`config.mk`:
```
export PLATFORM = sky130hd
export DESIGN_NAME = bus_decoder_flat
export DESIGN_NICKNAME = d
export VERILOG_FILES = /design/src/common/soc_map_pkg.sv /design/src/common/mem_if.sv /design/src/bus/bus_decoder.sv /design/src/flat_wrapper.sv
export SDC_FILE = /design/constraint.sdc
export NUM_CORES = 1
export LEC_CHECK = 0
export BUFFER_PORTS_ARGS = -buffer_cell sky130_fd_sc_hd__buf_2
export CELL_PAD_IN_SITES_DETAIL_PLACEMENT = 1
export CELL_PAD_IN_SITES_GLOBAL_PLACEMENT = 2
export CORE_ASPECT_RATIO = 1.1
export CORE_MARGIN = 2
export CORE_UTILIZATION = 18
export DETAILED_ROUTE_END_ITERATION = 8
export PLACE_DENSITY_LB_ADDON = 0.3
export SLEW_MARGIN = 0
export SYNTH_ARGS = -nofsm -noshare
export SYNTH_HDL_FRONTEND = slang
export SYNTH_SLANG_ARGS = --single-unit
```
`constraint.sdc`:
```
create_clock -name CLOCK_50 -period 2.4 [get_ports CLOCK_50]
set_clock_uncertainty 0.05 [all_clocks]
set_input_delay 0.24 -clock CLOCK_50 [delete_from_list [all_inputs] [get_ports CLOCK_50]]
set_output_delay 0.24 -clock CLOCK_50 [all_outputs]
set_load 0.01 [all_outputs]
```
`src/common/soc_map_pkg.sv`:
```
package soc_map_pkg;

    // ========================================================================
    // Bus geometry
    // ========================================================================
    localparam int addr_w = 16;
    localparam int data_w = 32;

    // Scratch RAM, 1024 words from byte 0x0000
    localparam int ram_words = 1024;
    localparam int ram_addr_w = $clog2(ram_words);
    localparam logic [addr_w-1:0] ram_top = 16'h1000;

    // ========================================================================
    // Peripheral registers
    // ========================================================================
    // Last make code in bits 7:0
    localparam logic [addr_w-1:0] key_data_addr = 16'h2000;
    // Bit 0 is key valid
    localparam logic [addr_w-1:0] key_status_addr = 16'h2004;
    // Write sends bits 7:0
    localparam logic [addr_w-1:0] tx_data_addr = 16'h2010;
    // Bit 0 is transmitter busy
    localparam logic [addr_w-1:0] tx_status_addr = 16'h2014;
    // Read pending flag, any write clears it
    localparam logic [addr_w-1:0] irq_addr = 16'h2020;

    // Decoder targets, tgt_none acks and reads zero
    typedef enum logic [2:0] {
        tgt_ram,
        tgt_key_data,
        tgt_key_status,
        tgt_tx_data,
        tgt_tx_status,
        tgt_irq,
        tgt_none
    } bus_target_t;

endpackage

```
`src/common/mem_if.sv`:
```
`timescale 1ns/1ns

interface mem_if import soc_map_pkg::*; ();

    // Access strobe, write when we is also high
    logic en;
    logic we;
    // Word index into the RAM
    logic [ram_addr_w-1:0] addr;
    logic [data_w-1:0] wdata;
    // Registered read data, valid the cycle after en
    logic [data_w-1:0] rdata;

    // Bus side drives the request
    modport ctrl (
        output en,
        output we,
        output addr,
        output wdata,
        input  rdata
    );

    // Array side answers it
    modport mem (
        input  en,
        input  we,
        input  addr,
        input  wdata,
        output rdata
    );

endinterface

```
`src/bus/bus_decoder.sv`:
```
`timescale 1ns/1ns

module bus_decoder import soc_map_pkg::*; (
    input  logic              CLOCK_50,
    input  logic              KEY0,
    // Wishbone classic slave
    input  logic              wb_cyc,
    input  logic              wb_stb,
    input  logic              wb_we,
    input  logic [addr_w-1:0] wb_adr,
    input  logic [data_w-1:0] wb_dat_w,
    output logic [data_w-1:0] wb_dat_r,
    output logic              wb_ack,
    // Scratch RAM port
    mem_if.ctrl               ram,
    // Keyboard side
    input  logic [7:0]        key_code,
    input  logic              key_strobe,
    // Serial side
    output logic [7:0]        tx_byte,
    output logic              tx_start,
    input  logic              tx_busy,
    // Board outputs
    output logic              irq,
    output logic [7:0]        ledg
);

    bus_target_t target;
    bus_target_t target_q;

    logic req;
    logic tx_hold;
    logic accept;
    logic rd_accept;
    logic wr_accept;

    logic [7:0]        key_code_q;
    logic              key_valid;
    logic              irq_pending;
    logic [data_w-1:0] rd_data_q;

    // ========================================================================
    // Address decode
    // ========================================================================
    always_comb begin
        target = tgt_none;
        if (wb_adr < ram_top) begin
            target = tgt_ram;
        end else begin
            case (wb_adr)
                key_data_addr:   target = tgt_key_data;
                key_status_addr: target = tgt_key_status;
                tx_data_addr:    target = tgt_tx_data;
                tx_status_addr:  target = tgt_tx_status;
                irq_addr:        target = tgt_irq;
                default:         target = tgt_none;
            endcase
        end
    end

    // Open request, no ack issued for it yet
    assign req = wb_cyc & wb_stb & ~wb_ack;
    // Transmit write waits while a frame is on the line
    assign tx_hold = (target == tgt_tx_data) & wb_we & tx_busy;
    assign accept = req & ~tx_hold;
    assign rd_accept = accept & ~wb_we;
    assign wr_accept = accept & wb_we;

    // RAM sees the request on the sampling edge, data comes back with ack
    assign ram.en = req & (target == tgt_ram);
    assign ram.we = wb_we;
    assign ram.addr = wb_adr[ram_addr_w+1:2];
    assign ram.wdata = wb_dat_w;

    // ========================================================================
    // Ack, transmit launch and status flags
    // ========================================================================
    always_ff @(posedge CLOCK_50 or negedge KEY0) begin
        if (!KEY0) begin
            wb_ack <= 1'b0;
            tx_start <= 1'b0;
            target_q <= tgt_none;
            key_code_q <= 8'd0;
            key_valid <= 1'b0;
            irq_pending <= 1'b0;
        end else begin
            wb_ack <= accept;
            // Launch lands in the same cycle as the ack
            tx_start <= wr_accept & (target == tgt_tx_data);
            if (accept) begin
                target_q <= target;
            end
            if (key_strobe) begin
                key_code_q <= key_code;
            end
            // New code wins over the clearing read
            if (key_strobe) begin
                key_valid <= 1'b1;
            end else if (rd_accept && target == tgt_key_data) begin
                key_valid <= 1'b0;
            end
            // Likewise for the interrupt clear
            if (key_strobe) begin
                irq_pending <= 1'b1;
            end else if (wr_accept && target == tgt_irq) begin
                irq_pending <= 1'b0;
            end
        end
    end

    // Register read data and transmit byte
    always_ff @(posedge CLOCK_50) begin
        if (accept) begin
            case (target)
                tgt_key_data:   rd_data_q <= {24'd0, key_code_q};
                tgt_key_status: rd_data_q <= {31'd0, key_valid};
                tgt_tx_status:  rd_data_q <= {31'd0, tx_busy};
                tgt_irq:        rd_data_q <= {31'd0, irq_pending};
                default:        rd_data_q <= '0;
            endcase
        end
        if (wr_accept && target == tgt_tx_data) begin
            tx_byte <= wb_dat_w[7:0];
        end
    end

    // RAM data arrives straight from the array in the ack cycle
    assign wb_dat_r = (target_q == tgt_ram) ? ram.rdata : rd_data_q;

    assign irq = irq_pending;
    assign ledg = key_code_q;

    // ========================================================================
    // Checks
    // ========================================================================
    // Master must still hold the strobe when ack shows up
    ack_needs_stb: assert property (
        @(posedge CLOCK_50) disable iff (!KEY0) wb_ack |-> (wb_cyc && wb_stb)
    );

    // Launch only reaches an idle transmitter
    start_while_idle: assert property (
        @(posedge CLOCK_50) disable iff (!KEY0) tx_start |-> !tx_busy
    );

endmodule

```
`src/flat_wrapper.sv`:
```
// flat-port wrapper written by rule: the top's interface ports become plain ports
module bus_decoder_flat import soc_map_pkg::*;
  (CLOCK_50, KEY0, wb_cyc, wb_stb, wb_we, wb_adr, wb_dat_w, wb_dat_r, wb_ack, key_code, key_strobe, tx_byte, tx_start, tx_busy, irq, ledg, ram_en, ram_we, ram_addr, ram_wdata, ram_rdata);
  mem_if ram_i ();
  input  logic CLOCK_50;
  input  logic KEY0;
  input  logic wb_cyc;
  input  logic wb_stb;
  input  logic wb_we;
  input  logic [addr_w-1:0] wb_adr;
  input  logic [data_w-1:0] wb_dat_w;
  output logic [data_w-1:0] wb_dat_r;
  output logic wb_ack;
  input  logic [7:0] key_code;
  input  logic key_strobe;
  output logic [7:0] tx_byte;
  output logic tx_start;
  input  logic tx_busy;
  output logic irq;
  output logic [7:0] ledg;
  output wire logic [$bits(ram_i.en)-1:0] ram_en;
  output wire logic [$bits(ram_i.we)-1:0] ram_we;
  output wire logic [$bits(ram_i.addr)-1:0] ram_addr;
  output wire logic [$bits(ram_i.wdata)-1:0] ram_wdata;
  input wire logic [$bits(ram_i.rdata)-1:0] ram_rdata;
  assign ram_en = ram_i.en;
  assign ram_we = ram_i.we;
  assign ram_addr = ram_i.addr;
  assign ram_wdata = ram_i.wdata;
  assign ram_i.rdata = ram_rdata;
  bus_decoder u_core (.CLOCK_50(CLOCK_50), .KEY0(KEY0), .wb_cyc(wb_cyc), .wb_stb(wb_stb), .wb_we(wb_we), .wb_adr(wb_adr), .wb_dat_w(wb_dat_w), .wb_dat_r(wb_dat_r), .wb_ack(wb_ack), .ram(ram_i), .key_code(key_code), .key_strobe(key_strobe), .tx_byte(tx_byte), .tx_start(tx_start), .tx_busy(tx_busy), .irq(irq), .ledg(ledg));
endmodule
```
==> impl_summary.txt, run 1 <==
----------------------------------------------------
[Status]
  Run status ... finished clean

[Synth]
  Share of synthesized area spent on multiplexers ... 10.4%
  Post-synth top area cell ... sky130_fd_sc_hd__edfxtp_1
  Syn nets ... 274
  Most frequent cell after synthesis ... sky130_fd_sc_hd__buf_4
  Library cells used by synthesis ... 39
  Synthesized-area fraction occupied by ao, oa, aoi and oai cells ... 5.17%
  Dominant combinational cell family by area after synthesis ... simple AND/OR/NAND/NOR gates
  Number of synthesized register bits ... 31
  Sequential cell area fraction in the yosys report ... 44.4%
  Number of synthesized flops with an enable pin ... 16
  Synth Flop Type ... sky130_fd_sc_hd__edfxtp_1
  Simple-Gate Fraction of Synth Area ... 21.3%
  Netlist Area Pre-Place ... ~1900 um^2
  Post-synth top cells ... 44 x sky130_fd_sc_hd__buf_4, 31 x sky130_fd_sc_hd__and2_1, 17 x sky130_fd_sc_hd__mux2_2, 16 x sky130_fd_sc_hd__edfxtp_1, 13 x sky130_fd_sc_hd__dfrtp_1
  Number of cells produced by synthesis ... 179
  Share of the synthesized area in the top cell type ... 24.8%
  Ranking of synthesized cells by area ... sky130_fd_sc_hd__edfxtp_1 25%, sky130_fd_sc_hd__buf_4 17%, sky130_fd_sc_hd__dfrtp_1 17%, sky130_fd_sc_hd__and2_1 10%, sky130_fd_sc_hd__mux2_2 9.9%
  Xor and xnor area share after synthesis ... 0.453%
  Average cell area after synthesis ... ~11 um^2
  Fraction of synthesis flops using an asynchronous set or reset pin ... 48.4%
  Number of warning messages in the yosys log ... 0
  Adder-cell share of the synthesized area ... 0%

[Clock tree]
  Post-cts sizing count ... 0
  Clock root buffer ... sky130_fd_sc_hd__clkbuf_16
  TritonCTS buffer count ... 5
  Clock transition at the registers of the reported paths ... 0.05 ns
  Worst-Skew Late Latency ... 0.27 ns
  Clock tree buffer depth ... 2
  CTS tree ... yes
  Num Clock Sinks ... 31
  Post-CTS setup-driven buffer insertion count ... 0
  Count of H-tree levels built during CTS ... 2
  Number of buffers inserted by hold repair at cts ... 1

[Worst setup path]
  Max stage delay on crit path ... approximately 0.54 ns
  Cell with the largest stage delay on the worst path ... sky130_fd_sc_hd__or4_4
  Setup crit start kind ... input port
  Worst setup slack for register-to-register paths ... 0.66 ns
  Launching instance or port of the critical path ... wb_adr[9]
  Startpoint of the worst-slack reg-to-reg timing path ... u_core.wb_ack$_DFF_PN0_
  Critical-path maximum fanout ... 4
  Req. time, crit path ... 2.11 ns
  Critical path arrival ... 1.80 ns
  Worst setup EP type ... output pin
  Largest delay share family, worst path ... simple AND/OR/NAND/NOR gates
  Worst Path Class, Setup ... input port to output pin
  Cell repeated most along the worst path ... sky130_fd_sc_hd__buf_2
  CP Buf/Inv Count ... 2
  Cells traversed along the worst timing path ... buf_2 -> or4_4 -> nor4_4 -> a21oi_1 -> nor4_1 -> buf_2

[Hold path]
  Hold/Removal Path Class ... input port to register
  Hold Path Origin ... wb_dat_w[6]

[Global route]
  Overall overflow remaining after global route ... 0
  Initial antenna violation count ... 1
  Pin count of the biggest net entering global routing ... 33
  Vias in the first global route ... 1712
  Wire length of the first global-routing pass ... 8730 um
  Global routing usage summed across all routing layers ... roughly a tenth

[Route]
  Final routed DRC violation total ... 0
  Routed WL ... 6040 um
  Number of iterations in the first detailed-routing pass ... 4
  Count of routing violations after the opening detailed-route iteration ... 51
  Routed length per instance ... 14.1 um
  Vias after detailed routing ... between 1500 and 2000
  Routed Antenna Nets ... 0
  Post-detailed-route via-to-cell ratio ... 3.96

[STA]
  Highest clock frequency the design can meet ... ~480 MHz
  Worst-margin pin slew ... 0.562 ns
  Setup repair after global routing missed its margin ... false
  Final critical-path required period ... roughly 2.1 ns
  Period utilization ... 87.1%
  Final Hold Fails ... 0
  Max Slew Vio Count ... 0
  Setup tns final ... 0 ns
  Setup-failing EPs final ... 0
  Slew margin rel. ... 62.2%

[Placement]
  Placed cell areas ... roughly 2500 um^2
  RD Place Congestion ... 0.743
  Buffers added on ports ... about 140
  Detailed Place HPWL ... 5120 um

[Floorplan]
  Row cnt ... 39
  Initial cell density of the core ... 18.5%
  Die footprint ... approximately 12000 um^2
  Chip width ... 103 um
  Std-Cell Core Area ... roughly 10000 um^2
  Vertical extent of the die ... around 110 um
  Top-level port count ... 190

[Finish]
  Final design instance area without fill ... 2650 um^2
  Area overhead of the layout relative to synthesis ... 37.1%
  Fraction of layout cells with a size suffix above 1 ... 61.8%
  Final Util ... 25.4%
  Number of nets in the final layout ... 377

[Pwr]
  Worst supply voltage drop on vdd ... 281 uV
  PnR Total Power ... about 1.4 mW
  Leak Pwr ... 1.27 nW
  Cell area power density ... 518 nW/um^2

[Run]
  Maximum Capacitance Violations ... 0

----------------------------------------------------
==> stage by stage <==
step / worst slack, ns / cells / hold slack (ns)
floorplan: 0.268 / 179 / -0.106
global placement: 0.335 / 417 / 0.129
detailed placement: 0.302 / 417 / 0.130
CTS: 0.293 / 426 / 0.0940
global route: 0.237 / 427 / 0.0931
finish: 0.310 / 427 / 0.101
==> cells by family (layout without fill, tap and decap cells) <==
family | count (synthesis) | after routing
buf+inv | 50 | 154
xor+xnor | 1 | 1
compound gates | 14 | 14
mux | 18 | 18
simple gates | 65 | 65
flops | 31 | 31
other cells | 0 | 1
==> path summary, 6_finish.rpt <==
path                                                  end  depth (start not counted)
min                           u_core.tx_byte[6]$_DFFE_PP_                          1
max reg2reg                   u_core.tx_byte[2]$_DFFE_PP_                          4
max in group asynchronous  u_core.target_q[2]$_DFFE_PN1N_                          2
max                                                ram_en                          6
min reg2reg                  u_core.key_valid$_DFFE_PN0P_                          1
min in group asynchronous      u_core.ledg[3]$_DFFE_PN0P_                          2
==> registers in the layout, indices dropped and copies added (netlist names) <==
signal,cells
u_core.ledg,8
u_core.rd_data_q,8
u_core.tx_byte,8
u_core.target_q,3
u_core.irq,1
u_core.key_valid,1
u_core.tx_start,1
u_core.wb_ack,1
==> layout by cell type (no fill, tap or decap), types with 2 or more instances in the layout <==
master	n
sky130_fd_sc_hd__buf_2	141
sky130_fd_sc_hd__and2_1	31
sky130_fd_sc_hd__mux2_2	17
sky130_fd_sc_hd__edfxtp_1	16
sky130_fd_sc_hd__dfrtp_1	13
sky130_fd_sc_hd__nor2_1	8
sky130_fd_sc_hd__clkbuf_16	5
sky130_fd_sc_hd__nor4_1	3
sky130_fd_sc_hd__buf_4	3
sky130_fd_sc_hd__or2_2	2
sky130_fd_sc_hd__or3_1	2
sky130_fd_sc_hd__nor2b_1	2
sky130_fd_sc_hd__o21ai_0	2
sky130_fd_sc_hd__nand3b_1	2
sky130_fd_sc_hd__nand4_1	2
sky130_fd_sc_hd__a21oi_1	2
sky130_fd_sc_hd__o21bai_1	2
sky130_fd_sc_hd__o22a_1	2
sky130_fd_sc_hd__clkbuf_1	2
sky130_fd_sc_hd__dfstp_2	2
==> power by group <==
part	total (mW)	internal (mW)	switching [mW]	leakage, nW
sequential	0.603	0.587	0.0166	0.318
combinational	0.190	0.0977	0.0919	0.884
clock	0.580	0.381	0.199	0.0679
total	1.37	1.07	0.308	1.27
==> routing by layer <==
layer / global-route usage (%) / up-vias / share of wire (%)
met5: 0 / - / 0
met4: 3.33 / 0 / 1.3
met3: 4.01 / 14 / 13
met2: 18.1 / 116 / 49
met1: 10.1 / 774 / 36
li1: - / 786 / -
==> worst reg2reg max path, stage by stage, from the launching register on <==
cell and delay, ns:
sky130_fd_sc_hd__dfrtp_1 0.38, sky130_fd_sc_hd__nand3b_1 0.30, sky130_fd_sc_hd__o21bai_1 0.28, sky130_fd_sc_hd__nor4_2 0.22, sky130_fd_sc_hd__buf_4 0.22
==> cell type report <==
type / count / area, um^2
Antenna cell: 1 / 2.50
Clock buffer: 7 / 133
Clock inverter: 1 / 5.00
Fill cell: 1251 / 7790
Inverter: 1 / 3.75
Multi-Input combinational cell: 98 / 733
Sequential cell: 31 / 858
Tap cell: 143 / 179
Timing Repair Buffer: 145 / 738
Note: power is estimated with default switching activity, not from simulation.
==> run 2, diff against run 1 <==
Settings changed: ABC_AREA from default to 1, REMOVE_ABC_BUFFERS from default to 1.
==> run 2 against run 1 <==
  * Combinational power up 69%
  * Wire length up 6.8%
  * Clock-buffer cell count down 2
  * Synthesized cell count up 40%
  * Sequential power down 0.8%
  * Clock power up 24%
  * Cell area up 5.5%
  * Critical path type is now register to output pin
  * Critical endpoint is now wb_dat_r[4]
==> impl_summary.txt, run 2 <==
----------------------------------------------------
[Status]
  Run status ... finished clean (unchanged)

[Global route]
  Global routing usage summed across all routing layers ... 10.6% (was 9.93%)
  Vias in the first global route ... 1998 (was 1712)
  Wire length of the first global-routing pass ... 10100 um (was 8730 um)
  Pin count of the biggest net entering global routing ... 33 (unchanged)
  Initial antenna violation count ... 0 (was 1)
  Overall overflow remaining after global route ... 0 (unchanged)

[Clock tree]
  Worst-Skew Late Latency ... 0.27 ns (about the same)
  Clock root buffer ... sky130_fd_sc_hd__clkbuf_16 (unchanged)
  Num Clock Sinks ... 31 (unchanged)
  CTS tree ... yes (unchanged)
  TritonCTS buffer count ... 5 (unchanged)
  Clock tree buffer depth ... 2 (unchanged)
  Count of H-tree levels built during CTS ... 2 (unchanged)
  Clock transition at the registers of the reported paths ... 0.05 ns (about the same)

[Worst setup path]
  Worst Path Class, Setup ... register to output pin (was input port to output pin)
  Startpoint of the worst-slack reg-to-reg timing path ... u_core.wb_ack$_DFF_PN0_ (unchanged)
  Termination of the worst setup path ... wb_dat_r[4] (was ram_en)
  Max stage delay on crit path ... 0.51 ns (was 0.54 ns)
  Cell with the largest stage delay on the worst path ... sky130_fd_sc_hd__dfstp_2 (was sky130_fd_sc_hd__or4_4)
  Largest delay share family, worst path ... flip-flops (was simple AND/OR/NAND/NOR gates)
  Setup crit start kind ... register (was input port)
  Cells traversed along the worst timing path ... inv_1 -> nand2_1 -> buf_4 -> mux2_2 -> buf_2 (was buf_2 -> or4_4 -> nor4_4 -> a21oi_1 -> nor4_1 -> buf_2)
  Number of stages on the worst setup path ... 5 (was 6)
  Req. time, crit path ... 2.11 ns (about the same)
  Launching instance or port of the critical path ... u_core.target_q[2]$_DFFE_PN1N_ (was wb_adr[9])
  CP Buf/Inv Count ... 3 (was 2)
  Critical-path maximum fanout ... 32 (was 4)
  Worst setup slack for register-to-register paths ... 0.95 ns (was 0.66 ns)
  Worst setup EP type ... output pin (unchanged)
  Worst reg2reg path endpoint ... u_core.tx_byte[7]$_DFFE_PP_ (was u_core.tx_byte[2]$_DFFE_PP_)
  Worst r2r path cells ... 4 (unchanged)
  Critical path arrival ... 1.74 ns (was 1.80 ns)

[Placement]
  Detailed Place HPWL ... 5390 um (was 5120 um)
  Buffers added on ports ... 141 (unchanged)
  Placed insts ... 494 (was 417)
  RD Place Congestion ... 0.762 (was 0.743)

[Finish]
  Most frequent cells in the layout ... 141 x sky130_fd_sc_hd__buf_2, 46 x sky130_fd_sc_hd__inv_1, 42 x sky130_fd_sc_hd__nor2_1 (was 141 x sky130_fd_sc_hd__buf_2, 31 x sky130_fd_sc_hd__and2_1, 17 x sky130_fd_sc_hd__mux2_2)
  Most frequent standard cell in the layout excluding fill and tap cells ... sky130_fd_sc_hd__buf_2 (unchanged)
  Area overhead of the layout relative to synthesis ... 36.1% (was 37.1%)
  Fill cells ... 1397 (was 1251)
  Number of nets in the final layout ... 450 (was 377)
  Fraction of layout cells with a size suffix above 1 ... 50.6% (was 61.8%)
  FF/Latch Area ... 858 um^2 (unchanged)
  Diode insertion count for antenna repair ... 0 (was 1)
  Non-filler instance count after layout ... 503 (was 427)
  Area taken by multi-input logic gates ... 671 um^2 (was 733 um^2)
  Final Util ... 25.4% (about the same)

[STA]
  Final Hold Fails ... 0 (unchanged)
  Setup tns final ... 0 ns (unchanged)
  Highest clock frequency the design can meet ... 493 MHz (was 478 MHz)
  Final critical-path required period ... 2.03 ns (was 2.09 ns)
  Worst-margin pin slew ... 0.375 ns (was 0.562 ns)
  Slew margin rel. ... 75.0% (was 62.2%)
  Max Slew Vio Count ... 0 (unchanged)
  Setup-failing EPs final ... 0 (unchanged)
  Setup repair after global routing missed its margin ... false (unchanged)
  Period utilization ... 84.5% (was 87.1%)

[Route]
  Count of routing violations after the opening detailed-route iteration ... 41 (was 51)
  Final routed DRC violation total ... 0 (unchanged)
  Vias after detailed routing ... 1940 (was 1690)
  Number of iterations in the first detailed-routing pass ... 4 (unchanged)
  Routed WL ... 6450 um (was 6040 um)
  Routed length per instance ... 12.8 um (was 14.1 um)
  Routed Antenna Nets ... 0 (unchanged)
  Post-detailed-route via-to-cell ratio ... 3.86 (was 3.96)

[Hold path]
  Hold/Removal Path Class ... input port to register (unchanged)

[Synth]
  Number of synthesized register bits ... 31 (unchanged)
  Post-synth top cells ... 46 x sky130_fd_sc_hd__inv_1, 43 x sky130_fd_sc_hd__buf_4, 42 x sky130_fd_sc_hd__nor2_1, 36 x sky130_fd_sc_hd__nand2_1, 16 x sky130_fd_sc_hd__edfxtp_1 (was 44 x sky130_fd_sc_hd__buf_4, 31 x sky130_fd_sc_hd__and2_1, 17 x sky130_fd_sc_hd__mux2_2, 16 x sky130_fd_sc_hd__edfxtp_1, 13 x sky130_fd_sc_hd__dfrtp_1)
  Simple-Gate Fraction of Synth Area ... 24.3% (was 21.3%)
  Number of cells produced by synthesis ... 251 (was 179)
  Dominant combinational cell family by area after synthesis ... buffers and inverters (was simple AND/OR/NAND/NOR gates)
  Share of synthesized area spent on multiplexers ... 4.38% (was 10.4%)
  Post-synth top area cell ... sky130_fd_sc_hd__edfxtp_1 (unchanged)
  Fraction of synthesis flops using an asynchronous set or reset pin ... 48.4% (unchanged)
  Average cell area after synthesis ... 8.20 um^2 (was 10.8 um^2)
  Most frequent cell after synthesis ... sky130_fd_sc_hd__inv_1 (was sky130_fd_sc_hd__buf_4)
  Ranking of synthesized cells by area ... sky130_fd_sc_hd__edfxtp_1 23%, sky130_fd_sc_hd__dfrtp_1 16%, sky130_fd_sc_hd__buf_4 16%, sky130_fd_sc_hd__inv_1 8.4%, sky130_fd_sc_hd__nor2_1 7.7% (was sky130_fd_sc_hd__edfxtp_1 25%, sky130_fd_sc_hd__buf_4 17%, sky130_fd_sc_hd__dfrtp_1 17%, sky130_fd_sc_hd__and2_1 10%, sky130_fd_sc_hd__mux2_2 9.9%)
  Netlist Area Pre-Place ... 2060 um^2 (was 1930 um^2)
  Adder-cell share of the synthesized area ... 0% (unchanged)
  Sequential cell area fraction in the yosys report ... 41.7% (was 44.4%)
  Library cells used by synthesis ... 29 (was 39)
  Synthesized-area fraction occupied by ao, oa, aoi and oai cells ... 3.89% (was 5.17%)
  Xor and xnor area share after synthesis ... 0% (was 0.453%)
  Number of warning messages in the yosys log ... 0 (unchanged)
  Share of the synthesized area in the top cell type ... 23.4% (was 24.8%)
  Synth Flop Type ... sky130_fd_sc_hd__edfxtp_1 (unchanged)
  Number of synthesized flops with an enable pin ... 16 (unchanged)

[Floorplan]
  Vertical extent of the die ... 116 um (was 113 um)
  Die footprint ... 12300 um^2 (was 11600 um^2)
  Row cnt ... 40 (was 39)
  Top-level port count ... 190 (unchanged)
  Std-Cell Core Area ... 11000 um^2 (was 10400 um^2)
  Initial cell density of the core ... 18.7% (was 18.5%)
  Chip width ... 106 um (was 103 um)

[Pwr]
  Leak Pwr ... 1.61 nW (was 1.27 nW)
  Worst supply voltage drop on vdd ... 243 uV (was 281 uV)
  Cell area power density ... 585 nW/um^2 (was 518 nW/um^2)

[Run]
  Maximum Capacitance Violations ... 0 (unchanged)

----------------------------------------------------
==> run 2: changes by cell type in the layout (fill, tap and decap cells not counted), sizes merged, moves of 5 or more <==
cell | before | now
inv | 1 | 48
o21ai | 2 | 11
nand3 | 1 | 8
and2 | 31 | 0
nor2 | 8 | 47
nor4 | 5 | 0
mux2 | 17 | 8
nand2 | 1 | 42
==> run 2: how the worst min path moves through the flow <==
stage	startpoint	slack [ns]	cells after the start	endpoint
6_report	wb_dat_w[4]	0.10	1	u_core.tx_byte[4]$_DFFE_PP_
5_1_grt	wb_dat_w[3]	0.1	1	u_core.tx_byte[3]$_DFFE_PP_
4_1_cts	wb_dat_w[4]	0.1	1	u_core.tx_byte[4]$_DFFE_PP_
3_5_place_dp	KEY0	0.14	1	u_core.ledg[5]$_DFFE_PN0P_
3_3_place_gp	KEY0	0.15	1	u_core.ledg[5]$_DFFE_PN0P_
2_1_floorplan	KEY0	-0.11	0	u_core.irq$_DFFE_PN0P_
==> run 2: layer usage <==
layer	track usage (%)	part of all wire, %	up-vias
li1	-	-	926
met1	12.2	40	864
met2	17.7	44	148
met3	5.86	15	2
met4	1.32	0.12	0
met5	0.397	0	-
==> run 2: stage by stage <==
stage	cell area [um^2]	worst slack (ns)	hold WS (ns)	total power, mW
global placement	2620	0.646	0.147	0.934
detailed placement	2620	0.593	0.145	0.938
CTS	2800	0.329	0.0982	1.67
floorplan	1720	0.564	-0.106	0.749
global route	2800	0.256	0.0960	1.72
finish	2800	0.371	0.103	1.64
==> run 2: report_power, final <==
group,switching [mW],total [mW],internal [mW]
logic,0.181,0.321,0.139
clock network,0.229,0.718,0.489
registers,0.0114,0.598,0.587
total,0.422,1.64,1.21
==> run 2: worst register-to-register path, stage by stage (launching register included) <==
cell and delay (ns):
sky130_fd_sc_hd__dfrtp_1 0.37, sky130_fd_sc_hd__nor2_1 0.30, sky130_fd_sc_hd__nand2_4 0.13, sky130_fd_sc_hd__nor2_1 0.13, sky130_fd_sc_hd__buf_4 0.18
==> run 2: area by class of cell <==
cell class              count  share of cell area, %
flip-flops and latches     31                   30.7
inverters                  49                   6.66
clock buffers               5                   4.47
well taps                 147                   6.57
clock inverters             3                   1.56
multi-input cells         124                   24.0
repair buffers            144                   26.1
==> run 2: logic make-up after synthesis <==
logic type / Yosys count
compound gates: 14
simple gates: 102
buf+inv: 96
flops: 31
mux: 8
==> run 2: what timing repair did <==
action | CTS | global route
buffers inserted | 0 | 0
hold buffers | 1 | 0
endpoints found under the setup margin | 0 | 0
gates resized for setup | 0 | 0
endpoints found under the hold margin | 13 | 0
